--- src/trs_io_cfg.svh ---
`ifndef TRS_IO_CFG_SVH
`define TRS_IO_CFG_SVH

// z80 i/o port map
`define TRS_IO_PORT      8'h1F
`define FREHD_PORT_HI    4'hC
`define PRINTER_PORT_HI  6'h3E
`define FLASH_CTRL_PORT  8'hFC
`define FLASH_DATA_PORT  8'hFD

// identification bytes returned to the ESP
`define ESP_COOKIE       8'hAF
`define VERSION_MAJOR    3'd0
`define VERSION_MINOR    5'd3

// esp request pulse length in clk cycles
`define ESP_REQ_CYCLES   50
`define ESP_REQ_CNT_W    6

// flash sck period, one bit per period
`define FLASH_BIT_CYCLES 16
`define FLASH_CNT_W      8

`define MAX_PARAMS       3

`endif

--- src/esp_cmd_pkg.sv ---
package esp_cmd_pkg;

  // opcodes sent by the ESP as the first byte of a command
  typedef enum logic [7:0] {
    get_cookie       = 8'd0,
    dbus_write       = 8'd4,
    data_ready       = 8'd5,
    get_version      = 8'd15,
    set_led          = 8'd26,
    get_config       = 8'd27,
    set_spi_ctrl_reg = 8'd29,
    set_spi_data     = 8'd30,
    get_spi_data     = 8'd31,
    set_esp_status   = 8'd32
  } esp_cmd_e;

  typedef enum logic [1:0] {
    idle       = 2'd0,
    read_bytes = 2'd1
  } parser_state_e;

endpackage

--- src/esp_cmd_parser.sv ---
`timescale 1ns/1ps
`include "trs_io_cfg.svh"

module esp_cmd_parser import esp_cmd_pkg::*; (
  input  logic       clk,
  input  logic       cass_out_sel_n,
  input  logic [7:0] rx_byte,
  input  logic       rx_valid,
  output esp_cmd_e   cmd,
  output logic [7:0] param0,
  output logic [7:0] param1,
  output logic [7:0] param2,
  output logic       exec,
  output logic       cmd_error
);

  parser_state_e state;
  logic [1:0]    cnt;
  logic [1:0]    idx;
  logic [7:0]    params [0:`MAX_PARAMS-1];

  always_ff @(posedge clk or negedge cass_out_sel_n) begin
    if (!cass_out_sel_n) begin
      state     <= idle;
      cnt       <= '0;
      idx       <= '0;
      exec      <= 1'b0;
      cmd_error <= 1'b0;
    end else begin
      exec <= 1'b0;
      if (rx_valid) begin
        case (state)
          idle: begin
            idx <= '0;
            case (rx_byte)
              get_cookie, get_version, get_config, get_spi_data, data_ready: begin
                exec <= 1'b1;
              end
              dbus_write, set_led, set_spi_ctrl_reg, set_spi_data, set_esp_status: begin
                cnt   <= 2'd1;
                state <= read_bytes;
              end
              // sticky until reset
              default: cmd_error <= 1'b1;
            endcase
          end
          read_bytes: begin
            idx <= idx + 2'd1;
            if (cnt == 2'd1) begin
              exec  <= 1'b1;
              state <= idle;
            end else begin
              cnt <= cnt - 2'd1;
            end
          end
          default: state <= idle;
        endcase
      end
    end
  end

  always_ff @(posedge clk) begin
    if (rx_valid && state == idle) begin
      cmd <= esp_cmd_e'(rx_byte);
    end
    if (rx_valid && state == read_bytes) begin
      params[idx] <= rx_byte;
    end
  end

  assign param0 = params[0];
  assign param1 = params[1];
  assign param2 = params[2];

  a_idx_range : assert property (
    @(posedge clk) disable iff (!cass_out_sel_n)
      (rx_valid && state == read_bytes) |-> (idx < `MAX_PARAMS)
  );

endmodule

--- config.mk ---
export PLATFORM = sky130hd
export DESIGN_NAME = esp_cmd_parser
export DESIGN_NICKNAME = d
export VERILOG_FILES = /design/src/esp_cmd_pkg.sv /design/src/esp_cmd_parser.sv
export VERILOG_INCLUDE_DIRS = /design/src /design/src/src
export SDC_FILE = /design/constraint.sdc
export NUM_CORES = 1
export LEC_CHECK = 0
export BUFFER_PORTS_ARGS = -buffer_cell sky130_fd_sc_hd__buf_2
export CAP_MARGIN = 10
export CORE_UTILIZATION = 53
export DETAILED_ROUTE_END_ITERATION = 10
export MAX_ROUTING_LAYER = met4
export PLACE_DENSITY = 0.84
export RECOVER_POWER = 50
export SLEW_MARGIN = 20
export SYNTH_ARGS = -nofsm -noshare
export SYNTH_HDL_FRONTEND = slang
export SYNTH_SLANG_ARGS = --single-unit
--- constraint.sdc ---
create_clock -name clk -period 2.3 [get_ports clk]
set_input_delay 0.46 -clock clk [delete_from_list [all_inputs] [get_ports clk]]
set_output_delay 0.46 -clock clk [all_outputs]
set_load 0.005 [all_outputs]
==> results.yml <==
run_status:
  outcome: "finished clean"
clock_network:
  htreeDepth: 2
  cts_tree: "done"
  root_buffer: "clkbuf_4"
  ctsResizeCount: 0
  cts.path.max_buffers: 2
  clk_pin_slew_ps: 110
  cts.hold.buffers_added: 1
  cts_made_buffers: 5
  cts.sinks: 39
  post_cts_buffers: 0
  clock_latency_ps: 340
finish:
  nNetsFinal: 156
  fillCellCount: 188
  regArea_um2: 1140
  syn2layout_area_growth_pct: 21.4
  drive_gt1_frac: 0.239
  final_cell_mix: "32 x edfxtp_1, 24 x buf_2, 20 x clkbuf_1"
  utilization: 0.695
  diodes: 0
  stdcell_area_um2: 1770
  final_common_cell: "edfxtp_1"
  multiInputGateArea_um2: 290
floorplanning:
  coreArea_um2: 2540
  die_w_um: 54.4
  io_pins: 45
  die_area_um2: 2960
  row_count: 18
  initial_utilization: 0.572
  fp.dieH_um: 54.4
synthesis:
  synthArstFlopShare: 0.179
  ys_seq_area_frac: 0.780
  ys_types: 22
  synth_edf_count: 32
  ys.warnings.count: 0
  syn_inst: 91
  ys_ff_latch: 39
  syn-mean-instance-area_um2: 16.0
  syn-cell-area_um2: 1460
  synth_nets: 106
  synthFlopType: "edfxtp_1"
worst_setup_path:
  cp.arrival_ps: 1960
  cpPeakStageDelay_ps: 520
  cp_max_fo: 9
  r2r-end: "params[0][2]$_DFFE_PP_"
  worstSetupPathType: "in -> reg"
  reg2reg_from: "idx[0]$_DFFE_PN0P_"
  cp-start-kind: "input port"
  critical_path_cell_count: 5
  crit_path_end: "cnt[1]$_DFFE_PN0P_"
  crit_family: "compound AO/OA/AOI/OAI gates"
  cp_data_required_time_ps: 2520
  reg2reg_slack_ps: 880
  endpoint_kind: "flip-flop"
  critPathBufInv: 1
  worst_path_max_delay_cell: "or4b_4"
  path_cells: "clkbuf_1 > or4b_4 > a21oi_2 > o311ai_2 > a311o_1"
  cp-startpoint: "rx_byte[2]"
  reg2reg_depth: 3
power:
  leakage_nw: 0.667
  pwr_density_cell_nw_per_um2: 935
  power_w: 0.00165
  peakVddDrop_v: 0.000729
place:
  place_area_um2: 1710
  gp_congestion: 0.703
  portBuffers: 44
  pre_cts_ws_ps: 294
  dp_hpwl_um: 1990
route:
  vias: 954
  antenna_left: 0
  wirelength_um: 2680
  wl_per_cell_um: 15.6
  drt-initial-drc-count: 24
  drc: 0
  first_pass_iters: 4
  vias_per_cell: 5.55
sta:
  max_freq_mhz: 574
  relSlewSlack: 0.728
  post-route-min-period_ps: 1740
  clock_skew_ps: 11.6
  setup_ws_ps: 558
  hold_viol: 0
  rsz0062_at_grt: "no"
  setup-tns-final_ps: 0
  tightest_slew_ps: 408
  setup_violations: 0
  slew_viol_final: 0
  timing.final.crit_share: 0.757
global_routing:
  grt_max_degree: 15
  antenna_found_initial: 0
  grt_pass1_vias: 818
  grt_first_pass_wirelength_um: 3930
  grtUsageTotal: 0.209
  grt.overflow.total: 0
worst_hold_path:
  hp-class: "in -> reg"
job:
  drv_cap: 0
-- state kept, by name, summed over array words and instances (netlist names) --
register	count
cmd	8
cmd_error	1
cnt	2
exec	1
idx	2
params	24
state	1
-- logic make-up (layout without fill, tap and decap cells) --
family                     count (synthesis)  in the layout  share of synthesized area
AOI/OAI and AO/OA                         16             16                     0.0825
and+or+nand+nor                           24             24                     0.0825
buffers and inverters                      8             59                     0.0206
DFF                                       39             39                      0.780
adders and majority gates                  4              4                     0.0344
-- area by class of cell --
| type | count | area share |
|---|---|---|
| inverter | 6 | 0.0127 |
| sequential | 39 | 0.643 |
| clock buffer | 5 | 0.0212 |
| tap | 30 | 0.0212 |
| timing repair buffer | 45 | 0.116 |
| multi-input combinational | 44 | 0.164 |
| clock inverter | 3 | 0.0219 |
-- cell usage after synthesis, types with 3 or more instances --
cell type  number  area (um2)
dfrtp_1         7         175
inv_1           6        22.5
ha_1            4        50.1
o21ai_0         5        25.0
edfxtp_1       32         961
nor2_1          4        15.0
and3_1          3        18.8
nand2_1         7        26.3
nor3_1          3        15.0
nand3_1         5        25.0
-- worst min-delay path by stage --
stage | startpoint | endpoint | depth (start not counted)
after floorplan | cass_out_sel_n | cmd_error$_DFFE_PN0P_ | 0
after global placement | cass_out_sel_n | idx[0]$_DFFE_PN0P_ | 1
after detailed placement | cass_out_sel_n | exec$_DFF_PN0_ | 1
after CTS | rx_byte[6] | params[2][6]$_DFFE_PP_ | 1
after global routing | rx_byte[6] | cmd[6]$_DFFE_PP_ | 1
final | rx_byte[6] | params[1][6]$_DFFE_PP_ | 1
-- worst register-to-register path: stages (launching register included) --
cell     delay (ps)
dfrtp_1         410
inv_1           130
ha_1            170
and3_1          390
-- metal layers --
layer | track usage | wire, um | vias up
met2 | 0.339 | 1360 | 51
li1 | - | - | 441
met5 | - | 0 | -
met4 | 0.0641 | 35 | 0
met3 | 0.0750 | 202 | 6
met1 | 0.244 | 1080 | 456
-- power breakdown --
part           total (W)  switching [W]  internal [W]
Sequential      0.000943      0.0000603      0.000883
Combinational   0.000282       0.000177      0.000105
Clock           0.000429       0.000205      0.000224
-- metrics by stage --
step | hold slack, ps | std cells
3_3_place_gp | 299 | 163
2_1_floorplan | 164 | 91
5_1_grt | 401 | 172
6_report | 429 | 172
3_5_place_dp | 304 | 163
4_1_cts | 353 | 172
Note: power is estimated with default switching activity, not from simulation.
