==> src/trs_io_cfg.svh <==
`ifndef TRS_IO_CFG_SVH
`define TRS_IO_CFG_SVH

// z80 i/o port map
`define TRS_IO_PORT      8'h1F
`define FREHD_PORT_HI    4'hC
`define PRINTER_PORT_HI  6'h3E
`define FLASH_CTRL_PORT  8'hFC
`define FLASH_DATA_PORT  8'hFD

// identification bytes returned to the ESP
`define ESP_COOKIE       8'hAF
`define VERSION_MAJOR    3'd0
`define VERSION_MINOR    5'd3

// esp request pulse length in clk cycles
`define ESP_REQ_CYCLES   50
`define ESP_REQ_CNT_W    6

// flash sck period, one bit per period
`define FLASH_BIT_CYCLES 16
`define FLASH_CNT_W      8

`define MAX_PARAMS       3

`endif

==> src/esp_cmd_pkg.sv <==
package esp_cmd_pkg;

  // opcodes sent by the ESP as the first byte of a command
  typedef enum logic [7:0] {
    get_cookie       = 8'd0,
    dbus_write       = 8'd4,
    data_ready       = 8'd5,
    get_version      = 8'd15,
    set_led          = 8'd26,
    get_config       = 8'd27,
    set_spi_ctrl_reg = 8'd29,
    set_spi_data     = 8'd30,
    get_spi_data     = 8'd31,
    set_esp_status   = 8'd32
  } esp_cmd_e;

  typedef enum logic [1:0] {
    idle       = 2'd0,
    read_bytes = 2'd1
  } parser_state_e;

endpackage

==> src/esp_cmd_regs.sv <==
`timescale 1ns/1ps
`include "trs_io_cfg.svh"

module esp_cmd_regs import esp_cmd_pkg::*; (
  input  logic       clk,
  input  logic       cass_out_sel_n,
  input  esp_cmd_e   cmd,
  input  logic [7:0] param0,
  input  logic       exec,
  input  logic [3:0] conf,
  input  logic [7:0] spi_rdata,
  output logic [7:0] tx_byte,
  output logic       led_red,
  output logic       led_green,
  output logic       led_blue,
  output logic [7:0] esp_status,
  output logic [7:0] z80_rdata,
  output logic       data_ready_set
);

  always_ff @(posedge clk or negedge cass_out_sel_n) begin
    if (!cass_out_sel_n) begin
      led_red        <= 1'b0;
      led_green      <= 1'b0;
      led_blue       <= 1'b0;
      esp_status     <= '0;
      data_ready_set <= 1'b0;
    end else begin
      data_ready_set <= exec && (cmd == data_ready);
      if (exec && cmd == set_led) begin
        led_red   <= param0[0];
        led_green <= param0[1];
        led_blue  <= param0[2];
      end
      if (exec && cmd == set_esp_status) begin
        esp_status <= param0;
      end
    end
  end

  // response goes out in the byte after the command
  always_ff @(posedge clk) begin
    if (exec) begin
      case (cmd)
        get_cookie:   tx_byte <= `ESP_COOKIE;
        get_version:  tx_byte <= {`VERSION_MAJOR, `VERSION_MINOR};
        get_config:   tx_byte <= {4'b0000, ~conf};
        get_spi_data: tx_byte <= spi_rdata;
        dbus_write:   z80_rdata <= param0;
        default: ;
      endcase
    end
  end

endmodule

==> config.mk <==
export PLATFORM = sky130hd
export DESIGN_NAME = esp_cmd_regs
export DESIGN_NICKNAME = d
export VERILOG_FILES = /design/src/esp_cmd_pkg.sv /design/src/esp_cmd_regs.sv
export VERILOG_INCLUDE_DIRS = /design/src /design/src/src
export SDC_FILE = /design/constraint.sdc
export NUM_CORES = 1
export LEC_CHECK = 0
export BUFFER_PORTS_ARGS = -buffer_cell sky130_fd_sc_hd__buf_2
export CAP_MARGIN = 20
export CORE_ASPECT_RATIO = 0.6
export CORE_MARGIN = 1.5
export CORE_UTILIZATION = 44
export DETAILED_ROUTE_END_ITERATION = 16
export GPL_ROUTABILITY_DRIVEN = 0
export PLACE_DENSITY = 0.78
export SETUP_SLACK_MARGIN = 0.3
export SLEW_MARGIN = 20
export SYNTH_ARGS = -nofsm -noshare
export SYNTH_HDL_FRONTEND = slang
export SYNTH_SLANG_ARGS = --single-unit
==> constraint.sdc <==
create_clock -name clk -period 1 [get_ports clk]
set_input_delay 0 -clock clk [delete_from_list [all_inputs] [get_ports clk]]
set_output_delay 0 -clock clk [all_outputs]
set_load 0.05 [all_outputs]
==> impl_metrics.csv <==
group,metric,value,unit
critical_path,arrival,1170,ps
clock_network,path_clk_slew,100,ps
sta,finalMaxSlewViolations,0,
pwr,leakage,1.00,nW
critical_path,crit_start,"cmd[7]",
route,drc_errors,0,
clock_network,tritoncts,"built",
floorplan,die-area,2960,um2
synthesis,synth-async-reset-ratio,42.9,%
clock_network,root_buffer,"clkbuf_8",
route,first_iter_violations,47,
critical_path,endpoint,"z80_rdata[5]",
synthesis,synthDistinctLibCells,22,
status,status,"finished with violations",
sta,rsz0062_at_grt,"yes",
route,dr.pass1.iters,4,
sta,fin_ws,-204,ps
clock_network,cts.path.max_buffers,2,
critical_path,end_kind,"register",
synthesis,yosys_warnings,0,
floorplan,core,2500,um2
route,vias,1057,
pwr,powerDensity,1220,nW/um2
sta,skew,0,ps
synthesis,synth_edf_count,16,
sta,fmax,0.831,GHz
grt,grt_pass1_wl,5930,um
grt,track_usage,27.1,%
cells_and_area,num_antenna_cells,0,
synthesis,syn_avg_cell_area,14.9,um2
synthesis,netlist_top_cells_area,"edfxtp_1 (41%), dfrtp_1 (26%), mux2_1 (11%)",
route,wl_per_cell,20.3,um
route,via_per_inst,5.31,
synthesis,yosysTopAreaCell,"edfxtp_1",
synthesis,synth_seq_area_share,67.4,%
floorplan,die_x,69.2,um
cells_and_area,syn2layout_area_growth,86.9,%
critical_path,reg2reg_depth,1,
floorplan,fp.dieH,42.8,um
grt,grt-ovfl-total,0,
synthesis,synth_area,1160,um2
sta,slew_headroom,80.8,%
sta,timing.final.crit_share,120,%
worst_hold_path,holdPathStages,3,
sta,setup_violations,26,
cells_and_area,fillCellCount,108,
pwr,total_power,2.64,mW
sta,tightest_slew,288,ps
clock_network,cts_buffers,3,
sta,hold_viol,2,
synthesis,synthCells,78,
critical_path,worstSetupStartpointType,"input port",
critical_path,critPathKind,"input port to register",
grt,grt_start_max_net_pins,17,
job,max-cap-violations,0,
placement,place_ws,-480,ps
critical_path,regToRegSetupSlack,180,ps
critical_path,r2r-start,"esp_status[0]",
sta,fin_crit,1200,ps
worst_hold_path,min-delay-path-class,"input port to register",
clock_network,cts.htree.levels,1,
critical_path,r2r_end,"esp_status[0]",
clock_network,cts_hold_buf,9,
placement,portBuffers,58,
sta,hold_ws,-18.5,ps
critical_path,required,970,ps
status,violations,"hold timing, setup timing",
pwr,vdd_drop_max,0.847,mV
clock_network,cts.sinks,28,
synthesis,yosysTopAreaCellShare,41.5,%
grt,grt_pass1_vias,1097,
critical_path,worstPathMaxFanout,8,
clock_network,clkLatencyLatePin,280,ps
synthesis,ys_ff_latch,28,
synthesis,syn_nets,109,
cells_and_area,final_nets,199,
placement,dp_hpwl,2140,um
synthesis,synth-main-ff-cell,"edfxtp_1",
route,wirelength,4040,um
floorplan,num_rows,14,
route,postRouteAntennaNets,0,
cells_and_area,drive_above_1_share,65.3,%
floorplan,initial_utilization,46.3,%
floorplan,ios,59,
grt,antenna_found_initial,0,
routing by layer:
metal	vias up	GRT usage, %	share of wire (%)
met5	-	0	0
met4	0	6.27	1.7
met3	8	6.18	7.4
met2	54	46.7	51
met1	530	35.2	39
li1	465	-	-
metrics by stage:
stage | std cells | area (um2) | setup TNS (ps) | util [%] | hold slack [ps]
6_report | 199 | 2170 | -3090 | 86.5 | -18.5
5_1_grt | 199 | 2170 | -3680 | 86.5 | -26.6
4_1_cts | 196 | 2120 | -1690 | 84.5 | -44.8
3_5_place_dp | 180 | 1670 | -11940 | 66.8 | -97.1
3_3_place_gp | 180 | 1670 | -10830 | 66.8 | -108
2_1_floorplan | 78 | 1250 | -5130 | - | -296
flip-flops by register name, indices dropped and copies added, names as in the netlist:
register and count:
esp_status 8, tx_byte 8, z80_rdata 8, data_ready_set 1, led_blue 1, led_green 1, led_red 1
what timing repair did:
item / in CTS / in global routing
endpoints found under the setup margin: 64 / 64
setup buffers: 3 / 3
gates cloned: 0 / 0
pin swaps: 7 / 4
hold endpoints to repair: 31 / 2
gates resized for setup: 76 / 6
cells in the final DEF (no fill, tap or decap), types with 2 or more instances in the layout:
master | synthesis | layout
buf_6 | 0 | 31
nand2_1 | 10 | 10
mux2i_1 | 2 | 2
a22o_1 | 2 | 2
nor3_4 | 1 | 2
nor2_4 | 0 | 2
and3_1 | 2 | 2
edfxtp_1 | 16 | 16
dlygate4sd3_1 | 0 | 9
nor2_1 | 4 | 2
buf_4 | 0 | 13
clkbuf_8 | 0 | 3
buf_8 | 0 | 7
nand3_1 | 3 | 3
dfrtp_2 | 0 | 4
or3b_4 | 0 | 2
buf_2 | 0 | 26
mux2_4 | 0 | 11
dfrtp_1 | 12 | 8
inv_1 | 2 | 2
cell type report:
class	count	area (um2)	area share, %
well taps	32	40.0	1.85
clock buffers	3	41.3	1.91
repair buffers	86	772	35.6
flip-flops and latches	28	786	36.3
clock inverters	1	30.0	1.39
multi-input cells	47	489	22.6
inverters	2	7.51	0.347
critical path: stages:
cell and delay (ps):
buf_6 100, or3_4 380, or3b_4 410, nor2b_4 280
worst min-delay path by stage:
stage               slack, ps              to            from
detailed placement       -100   esp_status[6]  cass_out_sel_n
global route              -30  data_ready_set          cmd[3]
floorplan                -300  data_ready_set  cass_out_sel_n
global placement         -110   esp_status[6]  cass_out_sel_n
finish                    -20  data_ready_set          cmd[3]
CTS                       -40  data_ready_set          cmd[3]
where the power goes:
group | switching [mW] | total, mW | leakage, nW | internal [mW]
clock | 0.382 | 0.919 | 0.0357 | 0.537
combinational | 0.229 | 0.457 | 0.649 | 0.228
sequential | 0.0227 | 1.27 | 0.316 | 1.24
total | 0.634 | 2.64 | 1.00 | 2.01
kinds of logic (layout without fill, tap and decap cells):
logic type / Yosys count / in the layout / synth area share, %
AO/OA/AOI/OAI: 3 / 3 / 1.94
buffers and inverters: 3 / 92 / 0.972
flip-flops: 28 / 28 / 67.4
multiplexers: 13 / 13 / 12.4
AND/OR/NAND/NOR: 31 / 31 / 17.3
Yosys cell counts (all sizes together), types with 2 or more instances:
cell	number
edfxtp	16
dfrtp	12
mux2	11
nand2	10
nor2	4
nand3	3
a22o	2
and3	2
inv	2
mux2i	2
nor2b	2
nor3	2
or3b	2
Note: power is estimated with default switching activity, not from simulation.
