## config.mk

```make
export PLATFORM = sky130hd
export DESIGN_NAME = z80_io_decode
export DESIGN_NICKNAME = d
export VERILOG_FILES = /design/src/trs_bus_pkg.sv /design/src/z80_io_decode.sv
export VERILOG_INCLUDE_DIRS = /design/src /design/src/src
export SDC_FILE = /design/constraint.sdc
export NUM_CORES = 1
export LEC_CHECK = 0
export ABC_AREA = 0
export BUFFER_PORTS_ARGS = -buffer_cell sky130_fd_sc_hd__clkbuf_2
export CAP_MARGIN = 15
export CORE_MARGIN = 2
export CORE_UTILIZATION = 48
export DETAILED_ROUTE_END_ITERATION = 10
export PLACE_DENSITY_LB_ADDON = 0.12
export SLEW_MARGIN = 20
export SYNTH_ARGS = -nofsm -noshare
export SYNTH_HDL_FRONTEND = slang
export SYNTH_SLANG_ARGS = --single-unit
```

## constraint.sdc

```tcl
create_clock -name clk -period 3.18 [get_ports clk]
set_clock_uncertainty 0.1 [all_clocks]
set_input_delay 0.636 -clock clk [delete_from_list [all_inputs] [get_ports clk]]
set_output_delay 0.636 -clock clk [all_outputs]
set_load 0.01 [all_outputs]
```

## src/trs_io_cfg.svh

```systemverilog
`ifndef TRS_IO_CFG_SVH
`define TRS_IO_CFG_SVH

// z80 i/o port map
`define TRS_IO_PORT      8'h1F
`define FREHD_PORT_HI    4'hC
`define PRINTER_PORT_HI  6'h3E
`define FLASH_CTRL_PORT  8'hFC
`define FLASH_DATA_PORT  8'hFD

// identification bytes returned to the ESP
`define ESP_COOKIE       8'hAF
`define VERSION_MAJOR    3'd0
`define VERSION_MINOR    5'd3

// esp request pulse length in clk cycles
`define ESP_REQ_CYCLES   50
`define ESP_REQ_CNT_W    6

// flash sck period, one bit per period
`define FLASH_BIT_CYCLES 16
`define FLASH_CNT_W      8

`define MAX_PARAMS       3

`endif

```

## src/trs_bus_pkg.sv

```systemverilog
package trs_bus_pkg;

  // status code shown to the ESP on esp_s
  typedef enum logic [3:0] {
    trs_io_in  = 4'd0,
    trs_io_out = 4'd1,
    frehd_in   = 4'd2,
    frehd_out  = 4'd3,
    printer_rd = 4'd4,
    printer_wr = 4'd5,
    code_idle  = 4'hF
  } esp_code_e;

  typedef struct packed {
    logic       cs;
    logic       wpn;
    logic [5:0] rsvd;
  } flash_ctrl_s;

  typedef union packed {
    logic [7:0]  raw;
    flash_ctrl_s f;
  } flash_ctrl_u;

endpackage

```

## src/z80_io_decode.sv

```systemverilog
`timescale 1ns/1ps
`include "trs_io_cfg.svh"

module z80_io_decode import trs_bus_pkg::*; (
  input  logic       clk,
  input  logic       cass_out_sel_n,
  input  logic [7:0] io_addr,
  input  logic       io_in_n,
  input  logic       io_out_n,
  input  logic       use_internal,
  input  logic       esp_done,
  input  logic [7:0] z80_rdata,
  input  logic [7:0] spi_rdata,
  input  logic       data_ready_set,
  output esp_code_e  esp_s,
  output logic       esp_req,
  output logic       io_wait,
  output logic       io_int,
  output logic [7:0] io_rdata,
  output logic       z80_ctrl_we,
  output logic       z80_data_we
);

  logic [1:0]              in_q;
  logic [1:0]              out_q;
  logic [2:0]              done_q;
  logic                    io_idle_d;
  logic [`ESP_REQ_CNT_W-1:0] req_cnt;
  logic                    rd;
  logic                    wr;
  logic                    start;
  logic                    trs_io_hit;
  logic                    frehd_hit;
  logic                    printer_hit;
  logic                    esp_sel;
  esp_code_e               code;

  assign rd    = ~in_q[1];
  assign wr    = ~out_q[1];
  // falling edge of the and of both strobes, once per cycle
  assign start = io_idle_d & (rd | wr);

  assign trs_io_hit  = (io_addr == `TRS_IO_PORT);
  assign frehd_hit   = (io_addr[7:4] == `FREHD_PORT_HI);
  assign printer_hit = (io_addr[7:2] == `PRINTER_PORT_HI);
  assign esp_sel     = use_internal & (trs_io_hit | frehd_hit | printer_hit) & (rd | wr);

  assign z80_ctrl_we = start & wr & (io_addr == `FLASH_CTRL_PORT);
  assign z80_data_we = start & wr & (io_addr == `FLASH_DATA_PORT);
  assign esp_req     = (req_cnt != '0);

  always_comb begin
    code = code_idle;
    if (trs_io_hit) begin
      code = rd ? trs_io_in : trs_io_out;
    end else if (frehd_hit) begin
      code = rd ? frehd_in : frehd_out;
    end else if (printer_hit) begin
      code = rd ? printer_rd : printer_wr;
    end
  end

  always_ff @(posedge clk or negedge cass_out_sel_n) begin
    if (!cass_out_sel_n) begin
      in_q      <= 2'b11;
      out_q     <= 2'b11;
      done_q    <= '0;
      io_idle_d <= 1'b1;
      req_cnt   <= '0;
      io_wait   <= 1'b0;
      io_int    <= 1'b0;
      esp_s     <= code_idle;
    end else begin
      in_q      <= {in_q[0], io_in_n};
      out_q     <= {out_q[0], io_out_n};
      done_q    <= {done_q[1:0], esp_done};
      io_idle_d <= in_q[1] & out_q[1];
      if (start && esp_sel) begin
        req_cnt <= `ESP_REQ_CNT_W'(`ESP_REQ_CYCLES);
        io_wait <= 1'b1;
        esp_s   <= code;
      end else begin
        if (req_cnt != '0) begin
          req_cnt <= req_cnt - 1'b1;
        end
        // esp done, release the z80
        if (done_q[2:1] == 2'b01) begin
          io_wait <= 1'b0;
        end
        if (!esp_sel) begin
          esp_s <= code_idle;
        end
      end
      if (data_ready_set) begin
        io_int <= 1'b1;
      end else if (start && trs_io_hit) begin
        io_int <= 1'b0;
      end
    end
  end

  always_comb begin
    if (trs_io_hit || frehd_hit || printer_hit) begin
      io_rdata = z80_rdata;
    end else if (io_addr == `FLASH_DATA_PORT) begin
      io_rdata = spi_rdata;
    end else begin
      io_rdata = 8'hFF;
    end
  end

  a_req_in_wait : assert property (
    @(posedge clk) disable iff (!cass_out_sel_n) esp_req |-> io_wait
  );

endmodule

```

==> impl_metrics.yaml <==
setup_path:
  start_kind: "input port"
  worstPathRequired_ps: 2440
  reg2reg_slack_ps: 1680
  ff2ff_path_depth: 5
  critical_path_class: "in2out"
  cp-startpoint: "io_addr[6]"
  endpoint: "io_rdata[6]"
  r2r_end: "req_cnt[0]"
  r2r_start: "req_cnt[0]"
  crit_fanout: 12
  critPathArrivalTime_ps: 1940
  crit_path_end_kind: "output port"
synthesis:
  ys_ff_latch: 20
  synth_cell_types: 36
  yosysMostFrequentCell: "dfrtp_1"
  yosys_warnings: 0
  yosysSeqAreaShare_pct: 51.8
  netlist_area_sq_um: 988
  synthTopCellsByCount: "11 x dfrtp_1, 10 x nand2_1, 9 x dfstp_2"
  synth_edf_count: 0
  synthArstFlopShare_pct: 100
  synth_area_per_cell_sq_um: 11.4
  ys_top_cells_by_area: "dfrtp_1 28%, dfstp_2 24%, o22a_2 8.1%"
  synth_top_area_cell: "dfrtp_1"
  synthCells: 87
  synth.top_cell.area_share_pct: 27.8
  synth.net_count: 119
  ys.flop_type: "dfrtp_1"
pwr:
  seq_power_share_pct: 52.0
  power.internal_mw: 0.462
  design_power_total_mw: 0.658
  p_per_area_mw_per_mm2: 513
  switching_share_pct: 29.8
  pwr-share-comb_pct: 27.0
  power_frac_clock_pct: 21.1
  p_sw_mw: 0.196
  peakVddDrop_mv: 0.387
  leakagePower_nw: 0.594
layout:
  diodes: 0
  final_util_pct: 65.4
  syn_to_final_growth_pct: 29.7
  nFillCells: 168
  drive_gt1_share_pct: 54.0
  nets: 170
run:
  maxCapViolCount: 0
grt:
  grt_pass1_vias: 809
  grt_max_degree: 21
  grt_pass1_wl_um: 3360
  gr-total-overflow: 0
  antenna_found_initial: 0
  grt_use_total_pct: 17.4
detailed_routing:
  drt_iter0_markers: 7
  wl_met2_um: 926
  firstDrtPassIters: 4
  wl_per_cell_um: 12.1
  totalWireLength_um: 1990
  met1_length_um: 844
  vias: 833
  drc: 0
  highest_layer: "met4"
  met3_length_um: 201
  viasPerCell: 5.08
  ant_nets: 0
clock_tree:
  cts_made_buffers: 3
  cts_tree: "done"
  cts_resized: 0
  cts_max_level: 1
  cts_num_sinks: 20
  post-cts-setup-buffers: 0
  cts.hold.buffers_added: 0
  insertion_delay_ps: 290
  path_clk_slew_ps: 100
  cts_root_buffer: "clkbuf_4"
  cts_buffer_depth: 2
placement:
  gp_congestion: 0.800
  numPortBuffers: 47
  dp_hpwl_um: 1640
timing:
  fmaxAchievable_mhz: 374
  period_minus_slack_ps: 2670
  relSlewSlack_pct: 61.0
  rsz0062_at_grt: "no"
  setup_tns_ps: 0
  drv_slew: 0
  worst_slew_pin_slew_ps: 584
  finalCritPeriodShare_pct: 84.1
  hold_violations: 0
  setup_violations: 0
die:
  die_w_um: 49.4
  die_area_sq_mm: 0.00244
  std_cell_rows: 16
  fp.coreArea_sq_mm: 0.00196
  start_util_pct: 50.4
  die_h_um: 49.4
  io_pins: 48
outcome:
  outcome: "finished, final reports clean"
min_path:
  hold_path.class: "in2async"
power groups by stage:
stage	Clock [mW]	Combinational [mW]	Sequential, mW
after global routing	0.157	0.205	0.351
after CTS	0.144	0.181	0.342
after floorplan	0	0.130	0.337
after detailed placement	0	0.182	0.346
final	0.139	0.177	0.342
after global placement	0	0.172	0.344
cell usage in the layout (no fill, tap or decap), drive strengths merged, types with 2 or more instances in the layout:
cell type	n
a21boi	2
dfrtp	11
nor4	2
or3	2
o22a	8
inv	6
dfstp	9
nor3	3
clkbuf	51
nand3	3
nand2	10
nor2	5
nand2b	3
nor3b	2
logic make-up after synthesis:
| kind of cell | synth area share, % |
|---|---|
| buffers and inverters | 3.42 |
| flip-flops | 51.8 |
| multiplexers | 2.15 |
| AND/OR/NAND/NOR | 22.9 |
| AO/OA/AOI/OAI | 17.6 |
| XOR/XNOR | 0.886 |
| adder cells (fa/ha/maj) | 1.27 |
worst max-delay path: stages:
cell and delay, ps:
clkbuf_2 90, nand4bb_4 220, o41ai_2 420, nor2_2 180, o22a_2 260, clkbuf_2 120
layout make-up:
cell class / instances / area, sq um / share of cell area (%)
clock buffers: 4 / 36.3 / 2.83
inverters: 6 / 22.5 / 1.76
multi-input cells: 60 / 443 / 34.5
flip-flops and latches: 20 / 512 / 39.9
well taps: 27 / 33.8 / 2.63
repair buffers: 47 / 235 / 18.3
routing by layer:
| metal | GRT usage, % | vias up |
|---|---|---|
| met3 | 4.91 | 2 |
| met4 | 6.02 | 0 |
| met5 | 0 | - |
| met2 | 29.1 | 40 |
| li1 | - | 419 |
| met1 | 21.7 | 372 |
metrics by stage:
step | area (sq um) | setup WS, ps | hold slack (ps) | std cells
after floorplan | 988 | 766 | 231 | 87
after global placement | 1250 | 537 | 234 | 160
after detailed placement | 1250 | 502 | 242 | 160
after CTS | 1280 | 501 | 179 | 164
after global routing | 1280 | 426 | 187 | 164
final | 1280 | 506 | 169 | 164
registers in the layout, indices dropped and copies added, names as in the netlist:
register / count
in_q: 2
io_int: 1
done_q: 3
io_wait: 1
req_cnt: 6
esp_s: 4
out_q: 2
io_idle_d: 1
how the worst min path moves through the flow:
stage | from | end | depth (start not counted)
2_1_floorplan | done_q[0] | done_q[1] | 0
3_3_place_gp | done_q[0] | done_q[1] | 0
3_5_place_dp | done_q[0] | done_q[1] | 0
4_1_cts | cass_out_sel_n | io_int | 1
5_1_grt | cass_out_sel_n | io_int | 1
6_report | cass_out_sel_n | io_int | 1
Note: power is estimated with default switching activity, not from simulation.
