`config.mk`:
```
export PLATFORM = sky130hd
export DESIGN_NAME = flash_spi_master
export DESIGN_NICKNAME = d
export VERILOG_FILES = /design/src/trs_bus_pkg.sv /design/src/flash_spi_master.sv
export VERILOG_INCLUDE_DIRS = /design/src /design/src/src
export SDC_FILE = /design/constraint.sdc
export NUM_CORES = 1
export LEC_CHECK = 0
export ABC_AREA = 1
export BUFFER_PORTS_ARGS = -buffer_cell sky130_fd_sc_hd__buf_2
export CAP_MARGIN = 20
export CORE_AREA = 3 3 42 51
export CTS_CLUSTER_DIAMETER = 40
export DETAILED_ROUTE_END_ITERATION = 6
export DIE_AREA = 0 0 45 54
export PLACE_DENSITY = 0.83
export SYNTH_ARGS = -nofsm -noshare
export SYNTH_HDL_FRONTEND = slang
export SYNTH_SLANG_ARGS = --single-unit
```
`constraint.sdc`:
```
create_clock -name clk -period 3.6 [get_ports clk]
set_clock_uncertainty 0.15 [all_clocks]
set_input_delay 0.36 -clock clk [delete_from_list [all_inputs] [get_ports clk]]
set_output_delay 0.36 -clock clk [all_outputs]
set_load 0.02 [all_outputs]
```
`src/trs_io_cfg.svh`:
```
`ifndef TRS_IO_CFG_SVH
`define TRS_IO_CFG_SVH

// z80 i/o port map
`define TRS_IO_PORT      8'h1F
`define FREHD_PORT_HI    4'hC
`define PRINTER_PORT_HI  6'h3E
`define FLASH_CTRL_PORT  8'hFC
`define FLASH_DATA_PORT  8'hFD

// identification bytes returned to the ESP
`define ESP_COOKIE       8'hAF
`define VERSION_MAJOR    3'd0
`define VERSION_MINOR    5'd3

// esp request pulse length in clk cycles
`define ESP_REQ_CYCLES   50
`define ESP_REQ_CNT_W    6

// flash sck period, one bit per period
`define FLASH_BIT_CYCLES 16
`define FLASH_CNT_W      8

`define MAX_PARAMS       3

`endif

```
`src/trs_bus_pkg.sv`:
```
package trs_bus_pkg;

  // status code shown to the ESP on esp_s
  typedef enum logic [3:0] {
    trs_io_in  = 4'd0,
    trs_io_out = 4'd1,
    frehd_in   = 4'd2,
    frehd_out  = 4'd3,
    printer_rd = 4'd4,
    printer_wr = 4'd5,
    code_idle  = 4'hF
  } esp_code_e;

  typedef struct packed {
    logic       cs;
    logic       wpn;
    logic [5:0] rsvd;
  } flash_ctrl_s;

  typedef union packed {
    logic [7:0]  raw;
    flash_ctrl_s f;
  } flash_ctrl_u;

endpackage

```
`src/flash_spi_master.sv`:
```
`timescale 1ns/1ps
`include "trs_io_cfg.svh"

module flash_spi_master import trs_bus_pkg::*; (
  input  logic       clk,
  input  logic       cass_out_sel_n,
  input  logic       ctrl_we,
  input  logic       data_we,
  input  logic [7:0] wdata,
  input  logic       flash_so,
  output logic       flash_cs_n,
  output logic       flash_sck,
  output logic       flash_si,
  output logic [7:0] spi_rdata,
  output logic       busy
);

  localparam int HALF_BIT = $clog2(`FLASH_BIT_CYCLES) - 1;

  flash_ctrl_u            ctrl_q;
  logic [`FLASH_CNT_W-1:0] cnt;
  logic [7:0]             shift_q;
  logic                   bit_tick;

  // msb of the counter doubles as the busy flag
  assign busy     = cnt[`FLASH_CNT_W-1];
  assign bit_tick = (cnt[HALF_BIT-1:0] == '0);

  always_ff @(posedge clk or negedge cass_out_sel_n) begin
    if (!cass_out_sel_n) begin
      ctrl_q   <= '0;
      cnt      <= '0;
      flash_si <= 1'b0;
    end else begin
      if (ctrl_we) begin
        ctrl_q.raw <= wdata;
      end
      if (busy) begin
        cnt <= cnt + 1'b1;
        // start of the low half
        if (bit_tick && !cnt[HALF_BIT]) begin
          flash_si <= shift_q[7];
        end
      end else if (data_we) begin
        cnt <= {1'b1, {(`FLASH_CNT_W-1){1'b0}}};
      end
    end
  end

  always_ff @(posedge clk) begin
    if (busy) begin
      if (bit_tick && cnt[HALF_BIT]) begin
        shift_q <= {shift_q[6:0], flash_so};
      end
    end else if (data_we) begin
      shift_q <= wdata;
    end
  end

  // wpn has no pin on this board
  assign flash_cs_n = ~ctrl_q.f.cs;
  assign flash_sck  = cnt[HALF_BIT];
  assign spi_rdata  = shift_q;

endmodule

```
==> results of run 1 <==
-- path summary, 6_finish.rpt --
path / startpoint / end / slack, ns / cells after the start
worst max register to register: cnt[0] / spi_rdata[1] / 1.81 / 6
max in group asynchronous: cass_out_sel_n / cnt[7] / 2.83 / 2
worst max-delay path: cnt[7] / busy / 1.81 / 1
worst min register to register: flash_si / flash_si / 0.34 / 2
min in group asynchronous: cass_out_sel_n / cnt[1] / 0.28 / 2
worst min-delay path: ctrl_we / ctrl_q[7] / 0.11 / 2
-- cells in the final DEF (no fill, tap or decap) --
cell type / synthesis / final
sky130_fd_sc_hd__nand2_1: 47 / 47
sky130_fd_sc_hd__buf_2: 1 / 24
sky130_fd_sc_hd__inv_1: 12 / 12
sky130_fd_sc_hd__dfrtp_1: 10 / 10
sky130_fd_sc_hd__edfxtp_1: 8 / 8
sky130_fd_sc_hd__nor2_1: 7 / 7
sky130_fd_sc_hd__nand3_1: 7 / 7
sky130_fd_sc_hd__o21ai_0: 3 / 3
sky130_fd_sc_hd__clkbuf_4: 0 / 3
sky130_fd_sc_hd__o21ai_1: 2 / 2
sky130_fd_sc_hd__ha_1: 2 / 2
sky130_fd_sc_hd__inv_2: 1 / 1
sky130_fd_sc_hd__nand2_2: 1 / 1
sky130_fd_sc_hd__or2_1: 1 / 1
sky130_fd_sc_hd__o21ai_2: 1 / 1
sky130_fd_sc_hd__nand4_1: 1 / 1
sky130_fd_sc_hd__a21oi_1: 1 / 1
sky130_fd_sc_hd__clkbuf_8: 0 / 1
sky130_fd_sc_hd__dlygate4sd3_1: 0 / 1
-- cells in the mapped netlist --
master / n
sky130_fd_sc_hd__inv_1: 12
sky130_fd_sc_hd__or2_1: 1
sky130_fd_sc_hd__nand2_2: 1
sky130_fd_sc_hd__nand3_1: 7
sky130_fd_sc_hd__buf_6: 2
sky130_fd_sc_hd__dfrtp_1: 10
sky130_fd_sc_hd__o21ai_1: 2
sky130_fd_sc_hd__buf_2: 1
sky130_fd_sc_hd__o21ai_0: 3
sky130_fd_sc_hd__ha_1: 2
sky130_fd_sc_hd__edfxtp_1: 8
sky130_fd_sc_hd__nand4_1: 1
sky130_fd_sc_hd__a21oi_1: 1
sky130_fd_sc_hd__o21ai_2: 1
sky130_fd_sc_hd__nor2_1: 7
sky130_fd_sc_hd__inv_2: 1
sky130_fd_sc_hd__nand2_1: 47
-- registers in the layout (all words and copies together) (netlist names) --
register   count
cnt            8
spi_rdata      8
ctrl_q         1
flash_si       1
-- power breakdown --
| part | total (mW) | switching (mW) | internal [mW] |
|---|---|---|---|
| combinational | 0.218 | 0.142 | 0.0755 |
| clock | 0.125 | 0.0634 | 0.0617 |
| sequential | 0.312 | 0.0392 | 0.273 |
-- worst reg2reg max path, delay by kind of cell (launching register included) --
family / cells / cell delay (ns)
adder cells (fa/ha/maj): 1 / 0.17
flip-flops: 1 / 0.42
AND/OR/NAND/NOR: 3 / 0.55
buffers and inverters: 2 / 0.16
-- metrics by stage --
step	util (%)	cell area, µm²	hold slack (ns)	setup slack (ns)
2_1_floorplan	-	887	-0.0856	2.05
3_3_place_gp	59.6	1000	0.0811	1.89
3_5_place_dp	59.6	1000	0.0858	1.81
4_1_cts	62.4	1050	0.106	1.81
5_1_grt	62.4	1050	0.125	1.62
6_report	62.4	1050	0.107	1.81
-- cell families after synthesis --
logic type	share of synthesized area, %
AOI/OAI and AO/OA	4.37
adders and majority gates	2.82
buffers and inverters	8.60
DFF	55.3
and+or+nand+nor	28.9
-- final cells by class --
type | instances | area share, %
clock buffer | 4 | 3.46
inverter | 13 | 4.65
sequential | 18 | 46.8
timing repair buffer | 25 | 12.4
tap | 18 | 2.15
multi-input combinational | 73 | 30.5
-- routing by layer --
| layer | vias to the layer above | wire, µm | GRT usage (%) |
|---|---|---|---|
| met2 | 26 | 903 | 31.4 |
| met5 | - | 0 | 0 |
| li1 | 382 | - | - |
| met1 | 346 | 742 | 20.6 |
| met3 | 5 | 106 | 3.34 |
| met4 | 0 | 34 | 7.80 |
-- repair_timing --
action | CTS | global route
endpoints found under the hold margin | 10 | 0
hold buffers | 1 | 0
gates resized for setup | 0 | 0
==> results.md, run 1 <==
* Run status: finished, final reports clean
* Sinks on Clock Net at 18
* Number of antenna violations at the first check in global routing at 0
* IO Count at 25
* Inst Count DP at around 150
* Critical-path top delay cell: sky130_fd_sc_hd__dfrtp_1
* Filler Cells Inserted at 165
* Maximum number of pins on one net before global-route repair at 21
* First-pass GRT wire length at about 3.1 mm
* Later-pin clock latency in the skew report at 0.30 ns
* CP Data Arrival Time at 1.28 ns
* Number of max-cap violations at 0
* Cell row count at 16
* Final total power at 0.655 mW
* Max transition margin at 61.6%
* Net count after synthesis at ~120
* Die extent in x at 45 µm
* Critical path's top delay family: flip-flops
* Cell-by-cell trace of the critical path: buf_2
* Overall overflow remaining after global route at 0
* Signed area change from the synthesized netlist to the final layout at 18.2%
* Buffers on Ports at 24
* Number of cells produced by synthesis at 107
* Count of state elements after synthesis at 18
* Ranking of synthesized cells by area: sky130_fd_sc_hd__dfrtp_1, sky130_fd_sc_hd__edfxtp_1, sky130_fd_sc_hd__nand2_1, sky130_fd_sc_hd__inv_1, sky130_fd_sc_hd__nand3_1
* Largest incremental delay on the critical path at between 0.7 and 0.8 ns
* CP Capture Type: output port
* Final cycle utilization of the critical path at about 50%
* Final hold violation count at 0
* Slew @ Worst Pin at roughly 0.58 ns
* TritonCTS clock tree: yes
* Antenna violation net count after detailed routing at 0
* Pleak at roughly 0.57 nW
* Multi-input gate area at 320 µm²
* Maximum frequency from static timing analysis at 0.557 GHz
* Flip-flop and latch area at ~490 µm²
* Via count of the first global-routing pass at between 700 and 800
* Buffer type at the clock tree root: sky130_fd_sc_hd__clkbuf_4
* Worst Path Class, Setup: reg -> out
* Required time of the worst setup path at roughly 3.1 ns
* Unrepaired setup endpoints after global routing: false
* Area fraction of the dominant cell type after synthesis at between 20% and 30%
* Routed wirelength normalized by instance count at ~12 µm
* Setup TNS at 0 ns
* Avg Synthesized Cell Area at just over 8 µm²
* Clk slew on worst S/H paths at about 0.09 ns
* Std-Cell Core Area at between 1500 and 2000 µm²
* Post-synthesis instance area at ~900 µm²
* Number of clock buffers inserted by TritonCTS at 3
* Combined buffer and inverter count along the critical path at 1
* Biggest fanout along the worst timing path at 20
* Final Setup Violations at 0
* Diode insertion count for antenna repair at 0
* Number of nets in the layout at 149
* Initial standard-cell utilization of the core at 52.8%
* H-tree levels at 1
* Final Wtd Congestion at between 0.7 and 0.8
* Overall track demand over capacity in global routing at roughly 18%
* Drt drc at 0
* Warnings, synthesis at 0
* Maximum ir drop on the vdd rail at around 0.4 mV
* Via count of the routed design at 759
* Total routed wirelength at between 1.5 and 2 mm
* Post-Layout Cell Count at between 150 and 200
* Detail Placement HPWL at 1.38 mm
* Power density relative to cell area at 625 nW/µm²
* Postcts setup bufs at 0
* Fraction of final layout cells sized beyond drive strength 1 at about a quarter
* Total Die Area at between 2000 and 2500 µm²
* Number of design-rule violations left by the first detailed-router iteration at 17
* Die Span Y at approximately 54 µm
* Path class of the lowest-slack min-delay path: in -> reg
* Via density at about 5
* Maximum buffer depth of the clock tree at 2
* Total count of max-transition violations in the final report at 0
* Crit start category: flop
* Yosys cell types at 17
* Share of the yosys chip area belonging to registers at approximately 55%
* Cell taking the most area after synthesis: sky130_fd_sc_hd__dfrtp_1
* Time the worst path needs with I/O delays and setup at 1.79 ns
* Pre-Repair DR Iteration Count at 4
No activity file was read; power rests on OpenSTA's default activity.
==> inputs of run 2 (changes only) <==
- CORE_AREA: 3 3 42 51 -> 3 3 45 55
- DIE_AREA: 0 0 45 54 -> 0 0 48 58
- PLACE_DENSITY: 0.83 -> 0.76
- clock period: 3.6 -> 1.6 ns (I/O delays scaled with it)
==> run 2 against run 1 <==
Compared with the run above: combinational power rose to 2.6 times the previous value; largest power group unchanged; utilization fell by 3.0 points; count of clock-buffer cells in the layout did not move; sequential power rose by 130%; largest cell class unchanged; via count rose by 15%.
==> results.md, run 2 (same netlist as run 1, synthesis figures left out) <==
* Placement Setup Slack at -0.0529 ns (-1.87 ns)
* Required time of the worst setup path at 1.46 ns (-1.63 ns)
* Final hold violation count at 0 (unchanged)
* Post-Route Utilization at 59.4% (-3.0 points)
* Routed wirelength normalized by instance count at 12.9 µm (+9.3%)
* Fin area at 1200 µm² (+15%)
* Flop2flop setup slack at 0.06 ns (-1.74 ns)
* Die extent in x at 48 µm (+6.7%)
* Maximum frequency from static timing analysis at roughly 0.65 GHz
* Final Wtd Congestion at 0.786 (+1.2%)
* Total Die Area at 2780 µm² (+15%)
* Diode insertion count for antenna repair at 0 (unchanged)
* Std-Cell Core Area at 2030 µm² (+21%)
* Number of clock buffers inserted by TritonCTS at 3 (unchanged)
* Time the worst path needs with I/O delays and setup at around 1.5 ns
* Crit start category: flop
* IO Count at 25 (unchanged)
* Buffers on Ports at 24 (unchanged)
* Worst Path Class, Setup: reg -> reg
* Overall overflow remaining after global route at 0 (unchanged)
* Leading cell type in the layout, fill and taps excluded: sky130_fd_sc_hd__nand2_1
* Slew @ Worst Pin at 0.245 ns (-0.330 ns)
* First-pass GRT wire length at 3.75 mm (+21%)
* Placed Area at 1040 µm² (+4.0%)
* Signed area change from the synthesized netlist to the final layout at 35.7%
* Biggest fanout along the worst timing path at 8 (-60%)
* Antenna violation net count after detailed routing at 0 (unchanged)
* Pre-Repair DR Iteration Count at 4 (unchanged)
* Total count of max-transition violations in the final report at 0 (unchanged)
* Number of design-rule violations left by the first detailed-router iteration at 17 (unchanged)
* Maximum ir drop on the vdd rail at 0.654 mV (+63%)
* Final Setup Violations at 0 (unchanged)
* Via count of the first global-routing pass at 870 (+16%)
* Number of nets in the layout at 166 (+11%)
* Run status: finished, final reports clean
* H-tree levels at 1 (unchanged)
* Number of max-cap violations at 0 (unchanged)
* Sinks on Clock Net at 18 (unchanged)
* Clk slew on worst S/H paths at 0.10 ns (about the same)
* Number of antenna violations at the first check in global routing at 0 (unchanged)
* Initial standard-cell utilization of the core at 43.8% (-9.0 points)
* Maximum number of pins on one net before global-route repair at 17 (-19%)
* Path class of the lowest-slack min-delay path: in -> reg
* Drt drc at 0 (unchanged)
* Max transition margin at 83.7% (+22 points)
* Cell row count at 18 (+2)
* Most frequent cells in the layout: sky130_fd_sc_hd__nand2_1, sky130_fd_sc_hd__buf_2, sky130_fd_sc_hd__inv_1, sky130_fd_sc_hd__dlygate4sd3_1, sky130_fd_sc_hd__dfrtp_1
* Detail Placement HPWL at 1.38 mm (about the same)
* Power density relative to cell area at 1260 nW/µm² (+100%)
* Total routed wirelength at 2.20 mm (+23%)
* CP Capture Type: flop
* Buffer type at the clock tree root: sky130_fd_sc_hd__clkbuf_4
* Fraction of final layout cells sized beyond drive strength 1 at 26.0% (+2.7 points)
* Die Span Y at 58 µm (+7.4%)
* Later-pin clock latency in the skew report at 0.29 ns (about the same)
* Setup TNS at 0 ns (unchanged)
* Final total power at 1.52 mW (+130%)
* Maximum buffer depth of the clock tree at 2 (unchanged)
* Overall track demand over capacity in global routing at 19.5% (+1.7 points)
* Pleak at 0.643 nW (+12%)
* Via density at 5.15 (+2.4%)
* Worst-case setup margin in the final layout at 0.0641 ns (-1.74 ns)
* Via count of the routed design at 875 (+15%)
* Final cycle utilization of the critical path at 96.0%
* TritonCTS clock tree: yes
* CP Data Arrival Time at 1.40 ns (+0.12 ns)
[run 2: worst max-delay path, stage by stage (launching register included)]
cell and delay, ns:
sky130_fd_sc_hd__dfrtp_1 0.41, sky130_fd_sc_hd__inv_1 0.09, sky130_fd_sc_hd__ha_1 0.16, sky130_fd_sc_hd__inv_1 0.05
sky130_fd_sc_hd__nor2_2 0.10, sky130_fd_sc_hd__nand3_1 0.12, sky130_fd_sc_hd__nand2_4 0.16
[run 2: layer usage]
layer  routed length, µm  GRT usage (%)
met5                   0              0
met2                1180           33.1
met4                  69           10.0
met3                 114           4.04
met1                 832           21.9
[run 2: worst paths after layout]
kind | start | end | depth (start not counted)
min | flash_so | spi_rdata[0] | 3
min in group asynchronous | cass_out_sel_n | cnt[5] | 2
min reg2reg | flash_si | flash_si | 2
max reg2reg | cnt[1] | spi_rdata[7] | 6
max in group asynchronous | cass_out_sel_n | cnt[0] | 2
max | cnt[1] | spi_rdata[7] | 6
[run 2: where the power goes]
group          internal (mW)  switching (mW)  total [mW]
logic                  0.239           0.337       0.576
registers              0.614          0.0904       0.704
clock network         0.0971           0.142       0.239
total                  0.949           0.570        1.52
[run 2: what timing repair did]
action | 4_1_cts | 5_1_grt
pin swaps | 0 | 1
endpoints found under the setup margin | 8 | 8
hold buffers | 11 | 0
hold endpoints to repair | 19 | 0
gates resized for setup | 1 | 2
buffers inserted | 0 | 2
[run 2: area by class of cell]
cell class,instances,area (µm²)
Multi-Input combinational cell,73,330
Timing Repair Buffer,42,283
Tap cell,20,25.0
Sequential cell,18,490
Clock buffer,4,26.3
Fill cell,173,823
Inverter,13,48.8
[run 2: stage by stage]
step / hold WS (ns) / std cells
5_1_grt: 0.0228 / 170
4_1_cts: 0.00385 / 168
3_3_place_gp: -0.113 / 153
6_report: 0.00815 / 170
3_5_place_dp: -0.111 / 153
2_1_floorplan: -0.286 / 107
